<file path="src/verilog/quirk_table.svh">
/*
 * Game-code quirk entries, meant to be included inside quirk_lookup only.
 * A three-character entry keeps its last byte at zero and ignores it.
 * Only a representative subset of known titles is listed.
 */
`ifndef QUIRK_TABLE_SVH
`define QUIRK_TABLE_SVH

typedef struct packed {
	logic [31:0]                    id;
	logic                           full_id;   // Match all four characters
	cart_loader_pkg::cart_profile_t quirks;
} quirk_entry_t;

localparam cart_loader_pkg::cart_profile_t Q_SRAM  = '{sram_off: 1'b1, default: 1'b0};
localparam cart_loader_pkg::cart_profile_t Q_GPIO  = '{gpio: 1'b1, default: 1'b0};
localparam cart_loader_pkg::cart_profile_t Q_TILT  = '{tilt: 1'b1, default: 1'b0};
localparam cart_loader_pkg::cart_profile_t Q_SOLAR = '{gpio: 1'b1, solar: 1'b1, default: 1'b0};
localparam cart_loader_pkg::cart_profile_t Q_REMAP = '{sram_off: 1'b1, mem_remap: 1'b1,
	default: 1'b0};

localparam int QUIRK_N = 16;

localparam quirk_entry_t QUIRK_TABLE [QUIRK_N] = '{
	'{{"AR8", 8'h00}, 1'b0, Q_SRAM},   // SRAM used as copy detection
	'{{"ALG", 8'h00}, 1'b0, Q_SRAM},
	'{{"BDB", 8'h00}, 1'b0, Q_SRAM},
	'{{"AI2", 8'h00}, 1'b0, Q_SRAM},
	'{{"BPE", 8'h00}, 1'b0, Q_GPIO},   // RTC on cart GPIO
	'{{"AXV", 8'h00}, 1'b0, Q_GPIO},
	'{{"RZW", 8'h00}, 1'b0, Q_GPIO},   // Gyro
	'{{"KHP", 8'h00}, 1'b0, Q_TILT},
	'{{"KYG", 8'h00}, 1'b0, Q_TILT},
	'{{"U3I", 8'h00}, 1'b0, Q_SOLAR},
	'{{"U32", 8'h00}, 1'b0, Q_SOLAR},
	'{"FBME", 1'b1, Q_REMAP},          // NES classics, mirrored ROM
	'{"FZLE", 1'b1, Q_REMAP},
	'{"FSMJ", 1'b1, Q_REMAP},
	'{"FDKJ", 1'b1, Q_REMAP},
	'{"FMRJ", 1'b1, Q_SRAM}            // Same family but no mirroring
};

`endif
</file>
<file path="src/verilog/cart_loader_pkg.sv">
/*
 * Shared types and constants of the download path.
 * Download addresses are byte addresses; beats are 16 bits, low byte first.
 * The BIOS window is 16 KB, so only address bits [13:2] reach the BIOS RAM.
 */
package cart_loader_pkg;

	// ========================================================================
	// Widths and download indices
	// ========================================================================
	localparam int DL_ADDR_W   = 27;
	localparam int BIOS_ADDR_W = 12;

	localparam logic [7:0] IDX_BIOS = 8'd0;
	localparam logic [7:0] IDX_CART = 8'd1;
	localparam logic [7:0] IDX_CODE = 8'd255;   // Cheat list

	// Cartridge header positions
	localparam logic [DL_ADDR_W-1:0] HDR_ID_ADDR  = 27'h0AC;  // Four-character game code
	localparam logic [DL_ADDR_W-1:0] HDR_END_ADDR = 27'h0B0;  // Lookup fires here

	// Marker string of 128 KB flash saves
	localparam logic [71:0] FLASH_TAG = "FLASH1M_V";

	// ========================================================================
	// Enums
	// ========================================================================
	typedef enum logic [1:0] {
		DL_NONE,
		DL_BIOS,
		DL_CART,
		DL_CODE
	} dl_kind_e;

	// Word slot of a cheat code, by byte offset
	typedef enum logic [2:0] {
		CW_OFS_0  = 3'd0,
		CW_OFS_2  = 3'd1,
		CW_OFS_4  = 3'd2,
		CW_OFS_6  = 3'd3,
		CW_OFS_8  = 3'd4,
		CW_OFS_10 = 3'd5,
		CW_OFS_12 = 3'd6,
		CW_OFS_14 = 3'd7
	} code_word_e;

	// ========================================================================
	// Packed structs
	// ========================================================================
	typedef struct packed {
		logic [DL_ADDR_W-1:0] addr;
		logic [15:0]          data;
		logic                 wr;
	} dl_beat_t;

	typedef struct packed {
		logic [BIOS_ADDR_W-1:0] addr;   // Word address
		logic [31:0]            data;
		logic                   wr;
	} bios_write_t;

	// Fields stay big-endian as they come from the loader
	typedef struct packed {
		logic [31:0] flags;
		logic [31:0] address;
		logic [31:0] compare;
		logic [31:0] replace;
	} cheat_code_t;

	typedef struct packed {
		logic loaded;
		logic flash_1m;
		logic sram_off;    // Hide SRAM from carts that probe for it
		logic mem_remap;   // ROM mirroring
		logic gpio;
		logic tilt;
		logic solar;
	} cart_profile_t;

endpackage

</file>
<file path="src/verilog/bios_word_packer.sv">
/*
 * Packs 16-bit BIOS beats into 32-bit words; the upper half triggers the write.
 * Only byte address bits [13:2] are used, so images over 16 KB wrap around.
 * bios_disable high drops all writes (homebrew BIOS in use).
 */
`timescale 1ns/1ns

module bios_word_packer (
	input  logic                          clk_sys,
	input  logic                          arst_n,
	input  cart_loader_pkg::dl_beat_t     beat,
	input  cart_loader_pkg::dl_kind_e     kind,
	input  logic                          bios_disable,
	output cart_loader_pkg::bios_write_t  bios_write
);

	localparam int AW = cart_loader_pkg::BIOS_ADDR_W;

	logic          bios_wr;
	logic          wr_q;
	logic [15:0]   lo_half;   // Last lower half-word seen
	logic [AW-1:0] addr_q;
	logic [31:0]   data_q;

	assign bios_wr = beat.wr && kind == cart_loader_pkg::DL_BIOS && !bios_disable;

	always_ff @(posedge clk_sys or negedge arst_n) begin
		if (!arst_n)
			wr_q <= 1'b0;
		else
			wr_q <= bios_wr & beat.addr[1];
	end

	always_ff @(posedge clk_sys) begin
		if (bios_wr) begin
			if (!beat.addr[1]) begin
				lo_half <= beat.data;
			end else begin
				data_q <= {beat.data, lo_half};
				addr_q <= beat.addr[AW+1:2];
			end
		end
	end

	assign bios_write = '{addr: addr_q, data: data_q, wr: wr_q};

endmodule

</file>
<file path="src/verilog/cart_header_scanner.sv">
/*
 * Scans a cartridge download for the flash tag and reads the header game code.
 * The tag is found at any byte alignment; the history restarts with each
 * cartridge download. The game code is valid once id_ready has pulsed.
 */
`timescale 1ns/1ns

module cart_header_scanner (
	input  logic                      clk_sys,
	input  logic                      arst_n,
	input  cart_loader_pkg::dl_beat_t beat,
	input  cart_loader_pkg::dl_kind_e kind,
	input  logic                      start,
	output logic                      flash_hit,
	output logic [31:0]               game_code,
	output logic                      id_ready
);

	logic        cart_wr;
	logic [63:0] hist;        // Last eight bytes, newest in the low byte
	logic [63:0] hist_base;
	logic        tag_lo;
	logic        tag_hi;

	assign cart_wr = beat.wr && kind == cart_loader_pkg::DL_CART;

	// ========================================================================
	// Tag search, ending on either byte of the beat
	// ========================================================================
	always_comb begin
		hist_base = start ? 64'd0 : hist;
		tag_lo    = {hist_base, beat.data[7:0]} == cart_loader_pkg::FLASH_TAG;
		tag_hi    = {hist_base[55:0], beat.data[7:0], beat.data[15:8]}
			== cart_loader_pkg::FLASH_TAG;
	end

	always_ff @(posedge clk_sys or negedge arst_n) begin
		if (!arst_n) begin
			hist      <= 64'd0;
			flash_hit <= 1'b0;
			id_ready  <= 1'b0;
		end else begin
			if (start)
				flash_hit <= 1'b0;
			if (cart_wr) begin
				hist <= {hist_base[47:0], beat.data[7:0], beat.data[15:8]};
				if (tag_lo || tag_hi)
					flash_hit <= 1'b1;
			end else if (start) begin
				hist <= 64'd0;
			end
			id_ready <= cart_wr && beat.addr == cart_loader_pkg::HDR_END_ADDR;
		end
	end

	// Game code, first character in the top byte
	always_ff @(posedge clk_sys) begin
		if (cart_wr && beat.addr == cart_loader_pkg::HDR_ID_ADDR)
			game_code[31:16] <= {beat.data[7:0], beat.data[15:8]};
		if (cart_wr && beat.addr == cart_loader_pkg::HDR_ID_ADDR + 27'd2)
			game_code[15:0] <= {beat.data[7:0], beat.data[15:8]};
	end

endmodule

</file>
<file path="src/verilog/cart_loader_top.sv">
/*
 * Download path: one beat stream split into BIOS writes, cheat codes
 * and the cartridge profile. Single clock, no back-pressure on the source.
 */
`timescale 1ns/1ns

module cart_loader_top (
	input  logic                           clk_sys,
	input  logic                           arst_n,
	input  logic                           dl_active,
	input  logic [7:0]                     dl_index,
	input  cart_loader_pkg::dl_beat_t      dl_beat,
	input  logic                           bios_disable,
	output cart_loader_pkg::bios_write_t   bios_write,
	output cart_loader_pkg::cheat_code_t   cheat_code,
	output logic                           cheat_valid,
	output logic                           cheat_clear,
	output cart_loader_pkg::cart_profile_t cart_profile
);

	cart_loader_pkg::dl_beat_t beat;
	cart_loader_pkg::dl_kind_e kind;
	logic                      start;
	logic                      done;
	logic                      flash_hit;
	logic [31:0]               game_code;
	logic                      id_ready;

	download_decoder dec0 (
		.clk_sys  (clk_sys),
		.arst_n   (arst_n),
		.dl_active(dl_active),
		.dl_index (dl_index),
		.dl_beat  (dl_beat),
		.beat     (beat),
		.kind     (kind),
		.start    (start),
		.done     (done)
	);

	bios_word_packer bios0 (
		.clk_sys     (clk_sys),
		.arst_n      (arst_n),
		.beat        (beat),
		.kind        (kind),
		.bios_disable(bios_disable),
		.bios_write  (bios_write)
	);

	cheat_code_packer cheat0 (
		.clk_sys    (clk_sys),
		.arst_n     (arst_n),
		.beat       (beat),
		.kind       (kind),
		.start      (start),
		.cheat_code (cheat_code),
		.cheat_valid(cheat_valid),
		.cheat_clear(cheat_clear)
	);

	cart_header_scanner scan0 (
		.clk_sys  (clk_sys),
		.arst_n   (arst_n),
		.beat     (beat),
		.kind     (kind),
		.start    (start),
		.flash_hit(flash_hit),
		.game_code(game_code),
		.id_ready (id_ready)
	);

	quirk_lookup quirk0 (
		.clk_sys     (clk_sys),
		.arst_n      (arst_n),
		.start       (start),
		.done        (done),
		.kind        (kind),
		.flash_hit   (flash_hit),
		.game_code   (game_code),
		.id_ready    (id_ready),
		.cart_profile(cart_profile)
	);

endmodule

</file>
<file path="src/verilog/cheat_code_packer.sv">
/*
 * Builds 128-bit cheat codes from eight beats at offsets 0 to 14.
 * Words land in place as they arrive; the word at offset 14 releases the code,
 * so a partial code at the end of a list is never signalled.
 */
`timescale 1ns/1ns

module cheat_code_packer (
	input  logic                          clk_sys,
	input  logic                          arst_n,
	input  cart_loader_pkg::dl_beat_t     beat,
	input  cart_loader_pkg::dl_kind_e     kind,
	input  logic                          start,
	output cart_loader_pkg::cheat_code_t  cheat_code,
	output logic                          cheat_valid,
	output logic                          cheat_clear
);

	logic                        code_wr;
	cart_loader_pkg::code_word_e word;

	assign code_wr = beat.wr && kind == cart_loader_pkg::DL_CODE;
	assign word    = cart_loader_pkg::code_word_e'(beat.addr[3:1]);

	always_ff @(posedge clk_sys or negedge arst_n) begin
		if (!arst_n) begin
			cheat_valid <= 1'b0;
			cheat_clear <= 1'b0;
		end else begin
			cheat_valid <= code_wr && word == cart_loader_pkg::CW_OFS_14;
			cheat_clear <= start && kind == cart_loader_pkg::DL_CODE;   // New list
		end
	end

	// ========================================================================
	// Word placement, low half of each field first
	// ========================================================================
	always_ff @(posedge clk_sys) begin
		if (code_wr) begin
			case (word)
				cart_loader_pkg::CW_OFS_0:  cheat_code.flags[15:0]    <= beat.data;
				cart_loader_pkg::CW_OFS_2:  cheat_code.flags[31:16]   <= beat.data;
				cart_loader_pkg::CW_OFS_4:  cheat_code.address[15:0]  <= beat.data;
				cart_loader_pkg::CW_OFS_6:  cheat_code.address[31:16] <= beat.data;
				cart_loader_pkg::CW_OFS_8:  cheat_code.compare[15:0]  <= beat.data;
				cart_loader_pkg::CW_OFS_10: cheat_code.compare[31:16] <= beat.data;
				cart_loader_pkg::CW_OFS_12: cheat_code.replace[15:0]  <= beat.data;
				default:                    cheat_code.replace[31:16] <= beat.data;
			endcase
		end
	end

endmodule

</file>
<file path="src/verilog/download_decoder.sv">
/*
 * Registers the download stream and classifies the download index.
 * dl_index must be steady while dl_active is high. Beats outside
 * an active download are dropped.
 */
`timescale 1ns/1ns

module download_decoder (
	input  logic                        clk_sys,
	input  logic                        arst_n,
	input  logic                        dl_active,
	input  logic [7:0]                  dl_index,
	input  cart_loader_pkg::dl_beat_t   dl_beat,
	output cart_loader_pkg::dl_beat_t   beat,
	output cart_loader_pkg::dl_kind_e   kind,
	output logic                        start,
	output logic                        done
);

	logic                                  active_q;
	logic                                  wr_q;
	logic [cart_loader_pkg::DL_ADDR_W-1:0] addr_q;
	logic [15:0]                           data_q;
	cart_loader_pkg::dl_kind_e             kind_d;

	always_comb begin
		case (dl_index)
			cart_loader_pkg::IDX_BIOS: kind_d = cart_loader_pkg::DL_BIOS;
			cart_loader_pkg::IDX_CART: kind_d = cart_loader_pkg::DL_CART;
			cart_loader_pkg::IDX_CODE: kind_d = cart_loader_pkg::DL_CODE;
			default:                   kind_d = cart_loader_pkg::DL_NONE;
		endcase
	end

	always_ff @(posedge clk_sys or negedge arst_n) begin
		if (!arst_n) begin
			active_q <= 1'b0;
			wr_q     <= 1'b0;
			start    <= 1'b0;
			done     <= 1'b0;
			kind     <= cart_loader_pkg::DL_NONE;
		end else begin
			active_q <= dl_active;
			wr_q     <= dl_beat.wr & dl_active;
			start    <= dl_active & ~active_q;
			done     <= ~dl_active & active_q;
			if (dl_active)
				kind <= kind_d;
			else if (!active_q)
				kind <= cart_loader_pkg::DL_NONE;   // Held through the done cycle
		end
	end

	always_ff @(posedge clk_sys) begin
		addr_q <= dl_beat.addr;
		data_q <= dl_beat.data;
	end

	assign beat = '{addr: addr_q, data: data_q, wr: wr_q};

endmodule

</file>
<file path="src/verilog/quirk_lookup.sv">
/*
 * Holds the cartridge profile. It is cleared as a cartridge download starts
 * and marked loaded when it ends. Quirk bits of all matching entries are
 * ORed in once the header has passed.
 */
`timescale 1ns/1ns

module quirk_lookup (
	input  logic                           clk_sys,
	input  logic                           arst_n,
	input  logic                           start,
	input  logic                           done,
	input  cart_loader_pkg::dl_kind_e      kind,
	input  logic                           flash_hit,
	input  logic [31:0]                    game_code,
	input  logic                           id_ready,
	output cart_loader_pkg::cart_profile_t cart_profile
);

	`include "quirk_table.svh"

	cart_loader_pkg::cart_profile_t quirk_bits;
	cart_loader_pkg::cart_profile_t profile_d;
	logic                           is_cart;

	assign is_cart = kind == cart_loader_pkg::DL_CART;

	always_comb begin
		quirk_bits = '0;
		for (int i = 0; i < QUIRK_N; i++) begin
			if (QUIRK_TABLE[i].full_id ? game_code == QUIRK_TABLE[i].id
				: game_code[31:8] == QUIRK_TABLE[i].id[31:8])
				quirk_bits = quirk_bits | QUIRK_TABLE[i].quirks;
		end
	end

	always_comb begin
		profile_d          = cart_profile;
		profile_d.flash_1m = flash_hit;
		if (id_ready)
			profile_d = profile_d | quirk_bits;
		if (done && is_cart)
			profile_d.loaded = 1'b1;
		if (start && is_cart)
			profile_d = '0;                 // Stale flash_hit ignored here too
	end

	always_ff @(posedge clk_sys or negedge arst_n) begin
		if (!arst_n)
			cart_profile <= '0;
		else
			cart_profile <= profile_d;
	end

endmodule

</file>
<file path="config.mk">
export PLATFORM = sky130hd
export DESIGN_NAME = cart_loader_top
export DESIGN_NICKNAME = d
export VERILOG_FILES = /design/src/verilog/cart_loader_pkg.sv /design/src/verilog/bios_word_packer.sv /design/src/verilog/cart_header_scanner.sv /design/src/verilog/cart_loader_top.sv /design/src/verilog/cheat_code_packer.sv /design/src/verilog/download_decoder.sv /design/src/verilog/quirk_lookup.sv
export VERILOG_INCLUDE_DIRS = /design/src /design/src/verilog
export SDC_FILE = /design/constraint.sdc
export NUM_CORES = 1
export LEC_CHECK = 0
export BUFFER_PORTS_ARGS = -buffer_cell sky130_fd_sc_hd__buf_2
export CAP_MARGIN = 5
export CORE_ASPECT_RATIO = 0.9
export CORE_UTILIZATION = 30
export CTS_BUF_LIST = sky130_fd_sc_hd__clkbuf_8
export DETAILED_ROUTE_END_ITERATION = 8
export PLACE_DENSITY = 0.54
export SETUP_SLACK_MARGIN = 0.5
export SYNTH_ARGS = -nofsm -noshare
export SYNTH_HDL_FRONTEND = slang
export SYNTH_SLANG_ARGS = --single-unit
</file>
<file path="constraint.sdc">
create_clock -name clk_sys -period 5.96 [get_ports clk_sys]
set_clock_uncertainty 0.15 [all_clocks]
set_input_delay 1.192 -clock clk_sys [delete_from_list [all_inputs] [get_ports clk_sys]]
set_output_delay 1.192 -clock clk_sys [all_outputs]
set_load 0.02 [all_outputs]
</file>
# Yosys cells after proc, flatten, opt, wreduce, memory -nomap -nowiden
# Index checks and enable logic that the tools add are counted.
# word_totals
out_inout_bits	182
input_bits	56
reg_bits	345
wordCells	131
# op_classes
reduce_logical	28
n_eq_ne	34
muxes	27
bitwise_logic	9
# ops
op	n
$eq A24 B23 Y1 const B	11
$eq A32 B31 Y1 const B	5
$eq A72 B71 Y1 const B	2
$mux W64	2
$eq A27 B8 Y1 const B	3
$mux W5	9
$reduce_and A2 Y1	10
$mux W3	5
$mux W7	2
$eq A3 B3 Y1 const B	4
$logic_and A1 B1 Y1	11
$eq A8 B1 Y1 const B	1
$eq A8 B8 Y1 const B	1
$logic_not A8 Y1	1
$mux W2	4
$or A7 B7 Y7	1
$reduce_or A7 Y1	1
$eq A3 B2 Y1 const B	2
$pmux W2 S3	1
$and A1 B1 Y1	4
$eq A2 B2 Y1 const B	2
$mux W1	4
$not A1 Y1	4
$eq A3 B1 Y1 const B	1
7 further kinds	7

# Longest topological paths before layout
# depth
ltp_word	21
ltp_mapped	7
ltp_nobuf	5

# By module
# A second synthesis with hierarchy kept.
# unflattened
cells_unflattened	745
hier_area_um2	11715.0
# modules_own_cells
mod	seq_area_each_um2	cells_per_inst	area_each_um2	n_inst
cheat_code_packer	3893.7	145	3968.8	1
cart_header_scanner	2612.5	369	3952.5	1
bios_word_packer	1826.8	65	1871.8	1
download_decoder	1011.0	64	1116.1	1
quirk_lookup	175.2	102	805.8	1

# Least setup slack after synthesis
# No wires, ideal clock.
# synth_timing
path_kind	input to register
startpoint	input bios_disable
endpoint	register bios0.addr_q[0], enable pin
setup_time_ps	406
path_stages	2
arrival_ps	2573
n_path_buf	0
required_time_ps	5404
slack_ps	2831
cell_sequence	nor4b_1 > and2_1
# synth_between
elab_chain_len	3
# synth_lines
element	line	source
start, declared	cart_loader_top.sv:13	input logic bios_disable,
$logic_not A1 Y1	bios_word_packer.sv:25	assign bios_wr = beat.wr && kind == cart_loader_pkg::DL_BIOS && !bios_disable;
$logic_and A1 B1 Y1	bios_word_packer.sv:25	
$reduce_and A2 Y1 (no line)	n/a	
end signal, assigned	bios_word_packer.sv:40	addr_q <= beat.addr[AW+1:2];
end, declared	bios_word_packer.sv:22	logic [AW-1:0] addr_q;
# No other way between the ends.
# A chain may end at the register's enable or synchronous reset.

# Final worst setup path
# layout_timing
startpoint	register dec0.addr_q[7] (netlist bit)
endpoint	register scan0.game_code[1], enable pin
# layout_between
elab_chain_len	2
# layout_lines
element	line	source
start, declared	download_decoder.sv:22	logic [cart_loader_pkg::DL_ADDR_W-1:0] addr_q;
start signal, assigned	download_decoder.sv:55	addr_q <= dl_beat.addr;
$eq A27 B8 Y1	cart_header_scanner.sv:60	if (cart_wr && beat.addr == cart_loader_pkg::HDR_ID_ADDR + 27'd2)
$logic_and A1 B1 Y1	cart_header_scanner.sv:60	
end signal, assigned	cart_header_scanner.sv:61	game_code[15:0] <= {beat.data[7:0], beat.data[15:8]};
end, declared	cart_header_scanner.sv:15	output logic [31:0] game_code,
# No other way between the ends.

==> results.sh <==
export IMPL_utilization=0.386
export IMPL_hold_path_end="dec0.start"
export IMPL_vias_per_cell=4.55
export IMPL_netlist_area_um2=11700
export IMPL_cp_cell_sequence="nor4bb_1 > nand4_1 > nor4_1 > nand3b_1 > nor2_1"
export IMPL_clkPwrFrac=0.433
export IMPL_cts_buffers_inserted=55
export IMPL_synth_seq_cells=345
export IMPL_r2r_worst_path_cells=5
export IMPL_min_period_over_period=0.513
export IMPL_routed_wl_um=30300
export IMPL_path_clk_slew_ns=0.06
export IMPL_p_leak_nw=5.71
export IMPL_cp_num_buf_inv=0
export IMPL_syn_num_nets=798
export IMPL_synth_edf_count=220
export IMPL_drv_cap=0
export IMPL_setup_viol=0
export IMPL_dr_pass1_iters=7
export IMPL_max_stage_delay_ns=0.97
export IMPL_die_w_um=210
export IMPL_cp_start_kind="register"
export IMPL_dominantRegCellSynth="edfxtp_1"
export IMPL_antenna_found_initial=1
export IMPL_timing_rr_end="scan0.game_code[1]"
export IMPL_ctsHoldBuffers=0
export IMPL_post_route_drc_count=0
export IMPL_end_kind="register"
export IMPL_yosys_warnings=0
export IMPL_grt_remaining_overflow=0
export IMPL_syn_avg_cell_area_um2=15.8
export IMPL_coreArea_um2=38400
export IMPL_clock_sinks=345
export IMPL_final_cell_mix="buf_2 (236), edfxtp_1 (220), nand2_1 (135), dfrtp_1 (82), clkbuf_8 (58)"
export IMPL_routedWlPerCell_um=18.8
export IMPL_crit_slowest_cell="nor2_1"
export IMPL_criticalPathCategory="register to register"
export IMPL_dieHeight_um=189
export IMPL_ff2ff_setup_slack_ns=2.90
export IMPL_grt_max_degree=69
export IMPL_timing_setup_tns_ns=0
export IMPL_fin_nets=1095
export IMPL_path_depth=5
export IMPL_drtIter0Drc=584
export IMPL_hp_class="register to register"
export IMPL_cts_resized=0
export IMPL_swShare=0.217
export IMPL_worstMarginPinSlew_ns=1.23
export IMPL_max_freq_mhz=327
export IMPL_p_per_area_nw_per_um2=317
export IMPL_rows=68
export IMPL_synth_top_cells_by_area="edfxtp_1 (56%), dfrtp_1 (18%), dfxtp_1 (7.4%), nand2_1 (4.3%), a21oi_1 (2.3%)"
export IMPL_switchingPower_mw=1.02
export IMPL_track_usage=0.150
export IMPL_fin_area_um2=14800
export IMPL_cpLargestDelayFamily="simple AND/OR/NAND/NOR gates"
export IMPL_status="completed"
export IMPL_htreeDepth=2
export IMPL_cts_tree="built"
export IMPL_whs_ns=0.233
export IMPL_synth_top_area_frac=0.564
export IMPL_p_int_mw=3.67
export IMPL_synth_top_area_cell="edfxtp_1"
export IMPL_grt_pass1_vias=7232
export IMPL_postCtsSetupRepairBufs=0
export IMPL_worstPathRequired_ns=6.04
export IMPL_layout_commonest_cell="buf_2"
export IMPL_ys_seq_area_frac=0.813
export IMPL_async_reset_ff_frac=0.238
export IMPL_rsz0062_at_grt="no"
export IMPL_hold_depth=1
export IMPL_dp_hpwl_um=19800
export IMPL_gp_congestion=0.863
export IMPL_start_util=0.305
export IMPL_clkLatencyLatePin_ns=0.62
export IMPL_slew_limit_headroom=0.176
export IMPL_final_max_slew_viol_count=0
export IMPL_layout_min_cycle_time_ns=3.06
export IMPL_grt_pass1_wl_um=44800
export IMPL_cts_buffer_depth=3
export IMPL_dieArea_um2=39800
export IMPL_combPwrFrac=0.018
export IMPL_ys_types=53
export IMPL_syn_to_final_growth_pct=26.4
export IMPL_worstPathArrival_ns=3.13
export IMPL_drive_gt1_frac=0.328
export IMPL_port_buffers=237
export IMPL_ir_worst_vdd_v=0.000213
export IMPL_holdCritStartpoint="dec0.active_q"
export IMPL_cp_max_fo=16
export IMPL_io_pins=238
export IMPL_placed_cell_area_um2=13700
export IMPL_vias=7326
export IMPL_cts_root_buf="clkbuf_8"
export IMPL_seqPwrFrac=0.550
export IMPL_ant_nets=0
export IMPL_r2r_start="dec0.addr_q[7]"
export IMPL_hold_violations=0
export IMPL_syn_inst=742
-- worst max-delay path by stage --
stage	from	endpoint	slack, ns
6_report	dec0.addr_q[7]	scan0.game_code[1]	2.90
5_1_grt	dec0.addr_q[7]	scan0.game_code[1]	2.65
4_1_cts	dec0.addr_q[23]	scan0.game_code[1]	2.85
3_5_place_dp	dec0.addr_q[23]	scan0.game_code[31]	2.85
3_3_place_gp	dec0.addr_q[7]	scan0.game_code[14]	2.87
2_1_floorplan	bios_disable	bios0.addr_q[0]	2.83
-- metrics by stage --
| step | total power [mW] | setup slack, ns | cells |
|---|---|---|---|
| after CTS | 4.77 | 2.85 | 1608 |
| after detailed placement | 2.71 | 2.85 | 1506 |
| after global placement | 2.71 | 2.87 | 1506 |
| after floorplan | 2.64 | 2.83 | 742 |
| final | 4.69 | 2.90 | 1610 |
| after global routing | 4.87 | 2.65 | 1610 |
-- synth_stat cells (all sizes together) (3+ instances only) --
cell type  instances
edfxtp           220
nand2            135
dfrtp             82
a21oi             53
dfxtp             43
nor2              25
nand4             20
clkbuf            18
nand3b            15
nor4              12
nor4b             12
nor3b              9
nand3              8
nand4b             7
nor3               7
nor4bb             7
o21ai              7
nor2b              6
and2               5
and4b              5
buf                5
inv                5
nand2b             5
and3b              3
and4bb             3
-- power by group through the flow --
stage | registers (mW) | logic (mW) | clock network, mW
after floorplan | 2.63 | 0.0134 | 0
after global placement | 2.63 | 0.0847 | 0
after detailed placement | 2.63 | 0.0849 | 0
after CTS | 2.58 | 0.0848 | 2.10
after global routing | 2.58 | 0.0898 | 2.20
final | 2.58 | 0.0823 | 2.03
-- state kept, by name, indices dropped and copies added, names as in the netlist, 2 cells and up --
signal,cells
cheat0.cheat_code,128
scan0.hist,64
bios0.data_q,32
scan0.game_code,32
dec0.addr_q,27
bios0.lo_half,16
dec0.data_q,16
bios0.addr_q,12
quirk0.cart_profile,7
dec0.kind,2
-- cells by family after synthesis --
group | count (synthesis) | share of synthesized area
AND/OR/NAND/NOR | 296 | 0.142
AO/OA/AOI/OAI | 73 | 0.0350
flip-flops | 345 | 0.813
buffers and inverters | 28 | 0.00973
-- area by class of cell --
cell class / instances / area [µm²]
clock inverters: 44 / 310
multi-input cells: 369 / 2100
clock buffers: 58 / 798
diodes: 1 / 2.50
well taps: 525 / 657
repair buffers: 263 / 1390
flip-flops and latches: 345 / 9520
inverters: 5 / 18.8
fillers: 3640 / 23600
-- routing by layer --
layer,vias to the layer above,track usage,share of wire
met5,-,0,0
met2,243,0.249,0.49
li1,3367,-,-
met1,3659,0.194,0.43
met4,0,0.0514,0.022
met3,57,0.0327,0.055
-- worst register-to-register path: cells and delay by family (launching register included) --
kind | cells | cell delay [ns]
flip-flops | 1 | 0.32
AND/OR/NAND/NOR | 5 | 2.21
(Power assumes the default switching activity.)
